===== src/include/rv_defines.svh =====
`ifndef RV_DEFINES_SVH
`define RV_DEFINES_SVH

// datapath and address width
`define XLEN 32

// first fetch address after reset
`define RESET_PC 32'h8000_0000

// pc increment for sequential flow
`define PC_STEP 32'd4

// architectural register file
`define NUM_REGS 32
`define REG_AW 5

// one mask bit per byte lane
`define MASK_W 4

// cycles kept under watch once the core has halted
`define HALT_CYCLES 8

`endif


===== src/rv_pkg.sv =====
`include "rv_defines.svh"

package rv_pkg;

  // major opcodes handled by the core
  typedef enum logic [6:0] {
    op_imm = 7'b001_0011, // addi only
    lui    = 7'b011_0111,
    auipc  = 7'b001_0111,
    jal    = 7'b110_1111,
    jalr   = 7'b110_0111,
    load   = 7'b000_0011,
    store  = 7'b010_0011,
    system = 7'b111_0011  // ebreak
  } opcode_e;

  // funct3 of loads and stores
  typedef enum logic [2:0] {
    byte_s = 3'b000, // lb / sb
    half_s = 3'b001, // lh / sh
    word_s = 3'b010, // lw / sw
    byte_u = 3'b100, // lbu
    half_u = 3'b101  // lhu
  } mem_size_e;

  // everything the datapath needs from one instruction word
  typedef struct packed {
    opcode_e              opcode;
    mem_size_e            funct3;
    logic [`REG_AW-1:0]   rd;
    logic [`REG_AW-1:0]   rs1;
    logic [`REG_AW-1:0]   rs2;
    logic [`XLEN-1:0]     imm;    // already picked for the opcode
    logic                 legal;
  } decoded_t;

  // data memory request, valid in the cycle of the instruction
  typedef struct packed {
    logic                 re;
    logic                 we;
    logic [`XLEN-1:0]     addr;
    logic [`XLEN-1:0]     wdata;  // lane aligned
    logic [`MASK_W-1:0]   wmask;
  } dmem_req_t;

endpackage


===== src/inst_decoder.sv =====
`timescale 1ns/1ps
`include "rv_defines.svh"

module inst_decoder (
  input  logic [`XLEN-1:0] inst,
  output rv_pkg::decoded_t dec
);

  rv_pkg::opcode_e   opcode;
  logic [2:0]        funct3;
  logic [`XLEN-1:0]  imm_i;
  logic [`XLEN-1:0]  imm_s;
  logic [`XLEN-1:0]  imm_u;
  logic [`XLEN-1:0]  imm_j;
  logic              is_ebreak_word;

  assign opcode = rv_pkg::opcode_e'(inst[6:0]);
  assign funct3 = inst[14:12];

  // sign-extended immediates of each format
  assign imm_i = {{(`XLEN-12){inst[31]}}, inst[31:20]};
  assign imm_s = {{(`XLEN-12){inst[31]}}, inst[31:25], inst[11:7]};
  assign imm_u = {inst[31:12], 12'h000}; // upper 20 bits, low part zero
  assign imm_j = {{(`XLEN-20){inst[31]}}, inst[19:12], inst[20], inst[30:21], 1'b0};

  // ebreak has imm = 1 and every other field zero
  assign is_ebreak_word = (inst[31:20] == 12'h001) && (inst[19:7] == 13'h0000);

  always_comb begin
    dec.opcode = opcode;
    dec.funct3 = rv_pkg::mem_size_e'(funct3);
    dec.rd     = inst[11:7];
    dec.rs1    = inst[19:15];
    dec.rs2    = inst[24:20];
    dec.imm    = '0;
    dec.legal  = 1'b0;

    case (opcode)
      rv_pkg::op_imm: begin
        dec.imm   = imm_i;
        dec.legal = (funct3 == 3'b000); // addi only
      end
      rv_pkg::lui, rv_pkg::auipc: begin
        dec.imm   = imm_u;
        dec.legal = 1'b1;
      end
      rv_pkg::jal: begin
        dec.imm   = imm_j;
        dec.legal = 1'b1;
      end
      rv_pkg::jalr: begin
        dec.imm   = imm_i;
        dec.legal = (funct3 == 3'b000);
      end
      rv_pkg::load: begin
        dec.imm   = imm_i;
        dec.legal = funct3 inside {rv_pkg::byte_s, rv_pkg::half_s, rv_pkg::word_s,
                                   rv_pkg::byte_u, rv_pkg::half_u};
      end
      rv_pkg::store: begin
        dec.imm   = imm_s;
        dec.legal = funct3 inside {rv_pkg::byte_s, rv_pkg::half_s, rv_pkg::word_s};
      end
      rv_pkg::system: begin
        dec.imm   = imm_i;
        dec.legal = is_ebreak_word; // ecall and csr ops not handled
      end
      default: begin
        // unknown opcode stays illegal
        dec.legal = 1'b0;
      end
    endcase
  end

endmodule


===== src/reg_file.sv =====
`timescale 1ns/1ps
`include "rv_defines.svh"

module reg_file (
  input  logic               clk,
  input  logic [`REG_AW-1:0] rs1_addr,
  input  logic [`REG_AW-1:0] rs2_addr,
  input  logic [`REG_AW-1:0] rd_addr,
  input  logic               rd_we,
  input  logic [`XLEN-1:0]   rd_data,
  output logic [`XLEN-1:0]   rs1_data,
  output logic [`XLEN-1:0]   rs2_data
);

  logic [`XLEN-1:0] regs [`NUM_REGS];

  // x0 is never written
  always_ff @(posedge clk) begin
    if (rd_we && (rd_addr != '0)) begin
      regs[rd_addr] <= rd_data;
    end
  end

  // combinational reads, x0 forced to zero
  assign rs1_data = (rs1_addr == '0) ? '0 : regs[rs1_addr];
  assign rs2_data = (rs2_addr == '0) ? '0 : regs[rs2_addr];

endmodule


===== src/execute_unit.sv =====
`timescale 1ns/1ps
`include "rv_defines.svh"

module execute_unit (
  input  logic              clk,
  input  logic              rst_n,
  input  rv_pkg::decoded_t  dec,
  input  logic [`XLEN-1:0]  rs1_data,
  input  logic [`XLEN-1:0]  load_data,
  output logic [`XLEN-1:0]  pc,
  output logic              halted,
  output logic [`XLEN-1:0]  addr_sum,
  output logic              rd_we,
  output logic [`XLEN-1:0]  rd_data
);

  logic [`XLEN-1:0] op_a;
  logic [`XLEN-1:0] pc_plus4;
  logic [`XLEN-1:0] next_pc;
  logic             writes_rd;
  logic             is_ebreak;

  assign pc_plus4  = pc + `PC_STEP;
  assign is_ebreak = dec.legal && (dec.opcode == rv_pkg::system);

  // first adder operand
  always_comb begin
    case (dec.opcode)
      rv_pkg::auipc, rv_pkg::jal: op_a = pc;
      rv_pkg::lui:                op_a = '0; // imm passes straight through
      default:                    op_a = rs1_data;
    endcase
  end

  // one adder for addi, lui, auipc, jump targets and memory addresses
  assign addr_sum = op_a + dec.imm;

  always_comb begin
    next_pc = pc_plus4;
    if (dec.legal) begin
      case (dec.opcode)
        rv_pkg::jal:    next_pc = addr_sum;
        rv_pkg::jalr:   next_pc = {addr_sum[`XLEN-1:1], 1'b0};
        rv_pkg::system: next_pc = pc; // pc parks on the ebreak
        default:        next_pc = pc_plus4;
      endcase
    end
  end

  always_comb begin
    case (dec.opcode)
      rv_pkg::op_imm, rv_pkg::lui, rv_pkg::auipc,
      rv_pkg::jal, rv_pkg::jalr, rv_pkg::load: writes_rd = 1'b1;
      default:                                 writes_rd = 1'b0;
    endcase
  end

  assign rd_we = writes_rd && dec.legal && !halted && rst_n;

  // write-back source
  always_comb begin
    case (dec.opcode)
      rv_pkg::jal, rv_pkg::jalr: rd_data = pc_plus4; // link address
      rv_pkg::load:              rd_data = load_data;
      default:                   rd_data = addr_sum;
    endcase
  end

  // halted is sticky until reset
  always_ff @(posedge clk) begin
    if (!rst_n) begin
      pc     <= `RESET_PC;
      halted <= 1'b0;
    end else if (!halted) begin
      pc     <= next_pc;
      halted <= is_ebreak;
    end
  end

endmodule


===== src/lsu.sv =====
`timescale 1ns/1ps
`include "rv_defines.svh"

module lsu (
  input  rv_pkg::decoded_t   dec,
  input  logic [`XLEN-1:0]   addr_sum,
  input  logic [`XLEN-1:0]   rs2_data,
  input  logic [`XLEN-1:0]   mem_rdata,
  input  logic               halted,
  input  logic               rst_n,
  output rv_pkg::dmem_req_t  dmem_req,
  output logic [`XLEN-1:0]   load_data
);

  logic               active;
  logic               do_load;
  logic               do_store;
  logic [1:0]         offset;
  logic [4:0]         byte_shift;
  logic [4:0]         half_shift;
  logic [`XLEN-1:0]   lane_data;
  logic [`MASK_W-1:0] mask;
  logic [7:0]         rd_byte;
  logic [15:0]        rd_half;

  assign active   = rst_n && !halted && dec.legal;
  assign do_load  = active && (dec.opcode == rv_pkg::load);
  assign do_store = active && (dec.opcode == rv_pkg::store);

  assign offset     = addr_sum[1:0];
  assign byte_shift = {offset, 3'b000};     // bit position of the byte lane
  assign half_shift = {offset[1], 4'b0000}; // low or high half

  // store data onto its lane, mask per size
  always_comb begin
    case (dec.funct3)
      rv_pkg::byte_s: begin
        lane_data = rs2_data << byte_shift;
        mask      = 4'b0001 << offset;
      end
      rv_pkg::half_s: begin
        lane_data = rs2_data << half_shift;
        mask      = offset[1] ? 4'b1100 : 4'b0011;
      end
      rv_pkg::word_s: begin
        lane_data = rs2_data;
        mask      = 4'b1111;
      end
      default: begin
        lane_data = rs2_data;
        mask      = '0;
      end
    endcase
  end

  always_comb begin
    dmem_req.re    = do_load;
    dmem_req.we    = do_store;
    dmem_req.addr  = addr_sum;
    dmem_req.wdata = lane_data;
    dmem_req.wmask = do_store ? mask : '0; // no lanes enabled without a write
  end

  // pick the addressed byte and half of the read word
  assign rd_byte = 8'(mem_rdata >> byte_shift);
  assign rd_half = 16'(mem_rdata >> half_shift);

  always_comb begin
    case (dec.funct3)
      rv_pkg::byte_s: load_data = {{(`XLEN-8){rd_byte[7]}}, rd_byte};
      rv_pkg::half_s: load_data = {{(`XLEN-16){rd_half[15]}}, rd_half};
      rv_pkg::byte_u: load_data = {{(`XLEN-8){1'b0}}, rd_byte};
      rv_pkg::half_u: load_data = {{(`XLEN-16){1'b0}}, rd_half};
      default:        load_data = mem_rdata; // lw
    endcase
  end

endmodule


===== src/rv_core_top.sv =====
`timescale 1ns/1ps
`include "rv_defines.svh"

module rv_core_top (
  input  logic               clk,
  input  logic               rst_n,
  input  logic [`XLEN-1:0]   inst,
  input  logic [`XLEN-1:0]   mem_rdata,
  output logic [`XLEN-1:0]   pc,
  output rv_pkg::dmem_req_t  dmem_req,
  output logic               halted
);

  rv_pkg::decoded_t  dec;
  logic [`XLEN-1:0]  rs1_data;
  logic [`XLEN-1:0]  rs2_data;
  logic              rd_we;
  logic [`XLEN-1:0]  rd_data;
  logic [`XLEN-1:0]  addr_sum;
  logic [`XLEN-1:0]  load_data;

  inst_decoder i_decoder (
    .inst (inst),
    .dec  (dec)
  );

  reg_file i_reg_file (
    .clk      (clk),
    .rs1_addr (dec.rs1),
    .rs2_addr (dec.rs2),
    .rd_addr  (dec.rd),
    .rd_we    (rd_we),
    .rd_data  (rd_data),
    .rs1_data (rs1_data),
    .rs2_data (rs2_data)
  );

  execute_unit i_execute (
    .clk       (clk),
    .rst_n     (rst_n),
    .dec       (dec),
    .rs1_data  (rs1_data),
    .load_data (load_data),
    .pc        (pc),
    .halted    (halted),
    .addr_sum  (addr_sum),
    .rd_we     (rd_we),
    .rd_data   (rd_data)
  );

  // memory side, combinational toward the port
  lsu i_lsu (
    .dec       (dec),
    .addr_sum  (addr_sum),
    .rs2_data  (rs2_data),
    .mem_rdata (mem_rdata),
    .halted    (halted),
    .rst_n     (rst_n),
    .dmem_req  (dmem_req),
    .load_data (load_data)
  );

endmodule


===== config.mk =====
export PLATFORM = sky130hd
export DESIGN_NAME = rv_core_top
export DESIGN_NICKNAME = d
export VERILOG_FILES = /design/src/rv_pkg.sv /design/src/inst_decoder.sv /design/src/reg_file.sv /design/src/execute_unit.sv /design/src/lsu.sv /design/src/rv_core_top.sv
export VERILOG_INCLUDE_DIRS = /design/src /design/src/include
export SDC_FILE = /design/constraint.sdc
export NUM_CORES = 2
export LEC_CHECK = 0
export BUFFER_PORTS_ARGS = -buffer_cell sky130_fd_sc_hd__buf_2
export CORE_MARGIN = 2
export CORE_UTILIZATION = 45
export CTS_BUF_LIST = sky130_fd_sc_hd__clkbuf_4 sky130_fd_sc_hd__clkbuf_8
export DETAILED_ROUTE_END_ITERATION = 16
export GPL_TIMING_DRIVEN = 0
export HOLD_SLACK_MARGIN = 0.02
export PLACE_DENSITY = 0.65
export SLEW_MARGIN = 20
export SYNTH_ARGS = -nofsm -noshare
export SYNTH_HDL_FRONTEND = slang
export SYNTH_SLANG_ARGS = --single-unit

===== constraint.sdc =====
create_clock -name clk -period 16.9 [get_ports clk]
set_input_delay 2.535 -clock clk [delete_from_list [all_inputs] [get_ports clk]]
set_output_delay 2.535 -clock clk [all_outputs]
set_load 0.1 [all_outputs]

==> metrics <==
Yosys reg bits=1057; Pre-antenna DRT Iters=8; synth warn=0; Setup crit start=inst[16]; Crit. End Element=primary output; Hold Buf Count CTS=0; crit-path cells=buf_2, buf_2, buf_2, buf_1, clkbuf_1, mux4_2, mux2_2, o22ai_1, o31ai_1, ha_1, inv_1, fa_1, clkbuf_1, clkbuf_1, buf_1, buf_1, nand2_1, o221ai_1, buf_2; r2r setup slk=10.75 ns; final setup TNS=0 ns; crit path time final=12.74 ns; status=finished, final reports clean; layout cell share with drive strength beyond 1=38.4%; R2R depth=12; crit-path max FO=10; placed insts=4829; initial antenna violation count=16; delay of the slowest critical-path stage=0.89 ns; P&R area growth vs syn=16.5%; clk root buf=clkbuf_8; global route overflow=0; nets=3574; post-synthesis cell type count=78; TritonCTS buffer count=180; Final setup viols=0; hpwl dp=144 mm; Die W=348 µm; crit path buf inv count=11; Req. time, crit path=14.37 ns; CTS Sinks=1057; total track usage=33.2%; vias in the first global route=34.7k; largest net degree at the start of global routing=33; htree depth=4; Async S/R FF share, synth=0%; VDD IR max=0.0749 mV; fin crit share=75.4%; DR iter-0 viols=6142; Die Ht=348 µm; Setup crit start kind=input pin; pre-CTS setup slack=4.43 ns; stages on the worst setup path=19; fin cells=5154; max-slew violation count=0; data arrival time of the worst path=10.20 ns; postcts setup bufs=0; Seq/Total Area, Yosys=59.0%; Initial Util=45.2%; most frequent cells in the layout=edfxtp_1, mux4_2, buf_2; WS Path Type=in -> out; Filler cells=9350; CP top delay family=buffers and inverters; f_max=78.5 MHz; Min-Delay Path Class=reg -> reg; Reg2Reg Capture Point=i_reg_file.regs[23][27]$_DFFE_PP_; routed via count=35.8k; IO Port Bufs=156; MaxCap Viol Count=0; post-route ant nets=0; EDFF count, synth=1024; drc violations=0; Mean Syn Cell Area=17.6 µm²; DR WL/cell=38.9 µm; pwr dens=103 mW/mm²; RSZ-0062 raised after global routing=no; Tot Pwr=6.42 mW; Longest Clk Path Bufs=3; first-pass GRT wire length=275 mm; Final Wtd Congestion=0.992; CP Capture Point=dmem_req[23]; Max Clock Skew=0.0461 ns; final WL=201 mm; Tightest Pin Transition=1.27 ns; RR Startpoint=i_reg_file.regs[31][8]$_DFFE_PP_; placement row count=126; core area=0.118 mm²; TritonCTS clock tree=done; Rel. slew slack=15.1%; detailed-route vias per instance=6.94; Final Hold Viols=0; slowest CP cell=clkbuf_1; post-cts resize count=0; Mapped Cells=3020; clk slew on worst S/H paths=0.06 ns; Clock Latency Late Sink=0.88 ns; Fin Hold WS=0.566 ns; Most used DFF post-synth=edfxtp_1; area of the die=0.121 mm²; slack of the critical path=4.16 ns; most frequent CP cell=buf_2; LEAKAGE=20.4 nW; Synth Cell Area=0.0532 mm²; I/O pin total=169; commonest non-fill, non-tap cell in the layout=edfxtp_1
sequential cells by signal, summed over array words and instances (netlist names):
register,count
i_reg_file.regs,1024
i_execute.halted,1
i_execute.pc,32
cells by family (layout without fill, tap and decap cells):
| family | count (synthesis) | after routing | synth area share, % |
|---|---|---|---|
| other cells | 1 | 39 | 0.00704 |
| buf+inv | 263 | 823 | 2.32 |
| mux | 692 | 692 | 27.1 |
| flops | 1057 | 1057 | 59.0 |
| compound gates | 449 | 449 | 5.53 |
| simple gates | 468 | 468 | 4.27 |
| fa+ha+maj | 33 | 33 | 0.790 |
| xor+xnor | 57 | 57 | 0.938 |
worst min-delay path, stage by stage (launching register included):
cell and delay, ns:
dfxtp_1 0.38, nand2_1 0.09, a21oi_1 0.06
layer usage:
layer | up-vias | GRT usage, % | part of all wire [%]
met2 | 2874 | 49.9 | 45
met5 | - | 0 | 0.029
li1 | 13700 | - | -
met1 | 18600 | 44.3 | 36
met3 | 557 | 10.3 | 14
met4 | 8 | 15.8 | 5.7
cell usage after synthesis, types with 7 or more instances:
cell | n | area (µm²)
nand3b_1 | 8 | 60.1
o21ai_0 | 69 | 345
o21a_1 | 9 | 67.6
o21ai_1 | 14 | 70.1
nor2_1 | 114 | 428
inv_1 | 34 | 128
xor2_1 | 16 | 140
a221o_1 | 17 | 170
o221ai_1 | 16 | 140
ha_1 | 32 | 400
buf_6 | 9 | 101
mux4_2 | 594 | 13400
a22o_1 | 13 | 114
buf_4 | 28 | 210
a22oi_1 | 15 | 113
buf_1 | 16 | 60.1
a21oi_1 | 116 | 581
o211ai_1 | 7 | 52.6
a21o_1 | 33 | 248
mux2_2 | 66 | 743
nand3_1 | 26 | 130
mux2i_1 | 30 | 300
xnor2_1 | 41 | 359
nor3_1 | 24 | 120
clkbuf_1 | 111 | 417
nand2b_1 | 16 | 100
and3_1 | 19 | 119
nor2b_1 | 53 | 332
o22ai_1 | 54 | 338
buf_2 | 62 | 310
o21bai_1 | 8 | 60.1
nand4_1 | 8 | 50.1
dfxtp_1 | 33 | 661
o31ai_1 | 29 | 218
and2_1 | 20 | 125
nand2_1 | 148 | 556
edfxtp_1 | 1024 | 30700
report_power, final:
part	leakage (nW)	total (mW)	switching [mW]	internal [mW]
clock	1.80	2.26	1.09	1.17
sequential	9.49	3.01	0.00608	3.00
combinational	9.16	1.15	0.828	0.320
worst min-delay path by stage:
| stage | startpoint | end | slack, ns | depth (start not counted) |
|---|---|---|---|---|
| detailed placement | i_execute.pc[23]$_SDFFE_PN0P_ | i_execute.pc[23]$_SDFFE_PN0P_ | 0.55 | 2 |
| finish | i_execute.pc[23]$_SDFFE_PN0P_ | i_execute.pc[23]$_SDFFE_PN0P_ | 0.57 | 2 |
| CTS | i_execute.pc[23]$_SDFFE_PN0P_ | i_execute.pc[23]$_SDFFE_PN0P_ | 0.55 | 2 |
| floorplan | i_execute.pc[23]$_SDFFE_PN0P_ | i_execute.pc[23]$_SDFFE_PN0P_ | 0.91 | 2 |
| global route | i_execute.pc[12]$_SDFFE_PN0P_ | i_execute.pc[12]$_SDFFE_PN0P_ | 0.58 | 2 |
| global placement | i_execute.pc[23]$_SDFFE_PN0P_ | i_execute.pc[23]$_SDFFE_PN0P_ | 0.53 | 2 |
metrics by stage:
stage	util [%]	cell area [µm²]
6_report	52.7	62000
5_1_grt	52.7	62000
4_1_cts	52.7	62000
3_5_place_dp	49.7	58600
3_3_place_gp	47.6	56100
2_1_floorplan	-	53400
cell type report:
class                      count  area (µm²)  share of cell area [%]
antenna                        7        17.5                  0.0282
clock buffer                 237        2910                    4.69
multi-input combinational   1731       21200                    34.2
inverter                      37         139                   0.224
sequential                  1057       31400                    50.6
clock inverter                81         515                   0.831
timing repair buffer         242        2770                    4.46
tap                         1536        1920                    3.10
buffer                       226        1120                    1.81
Note: power is estimated with default switching activity, not from simulation.
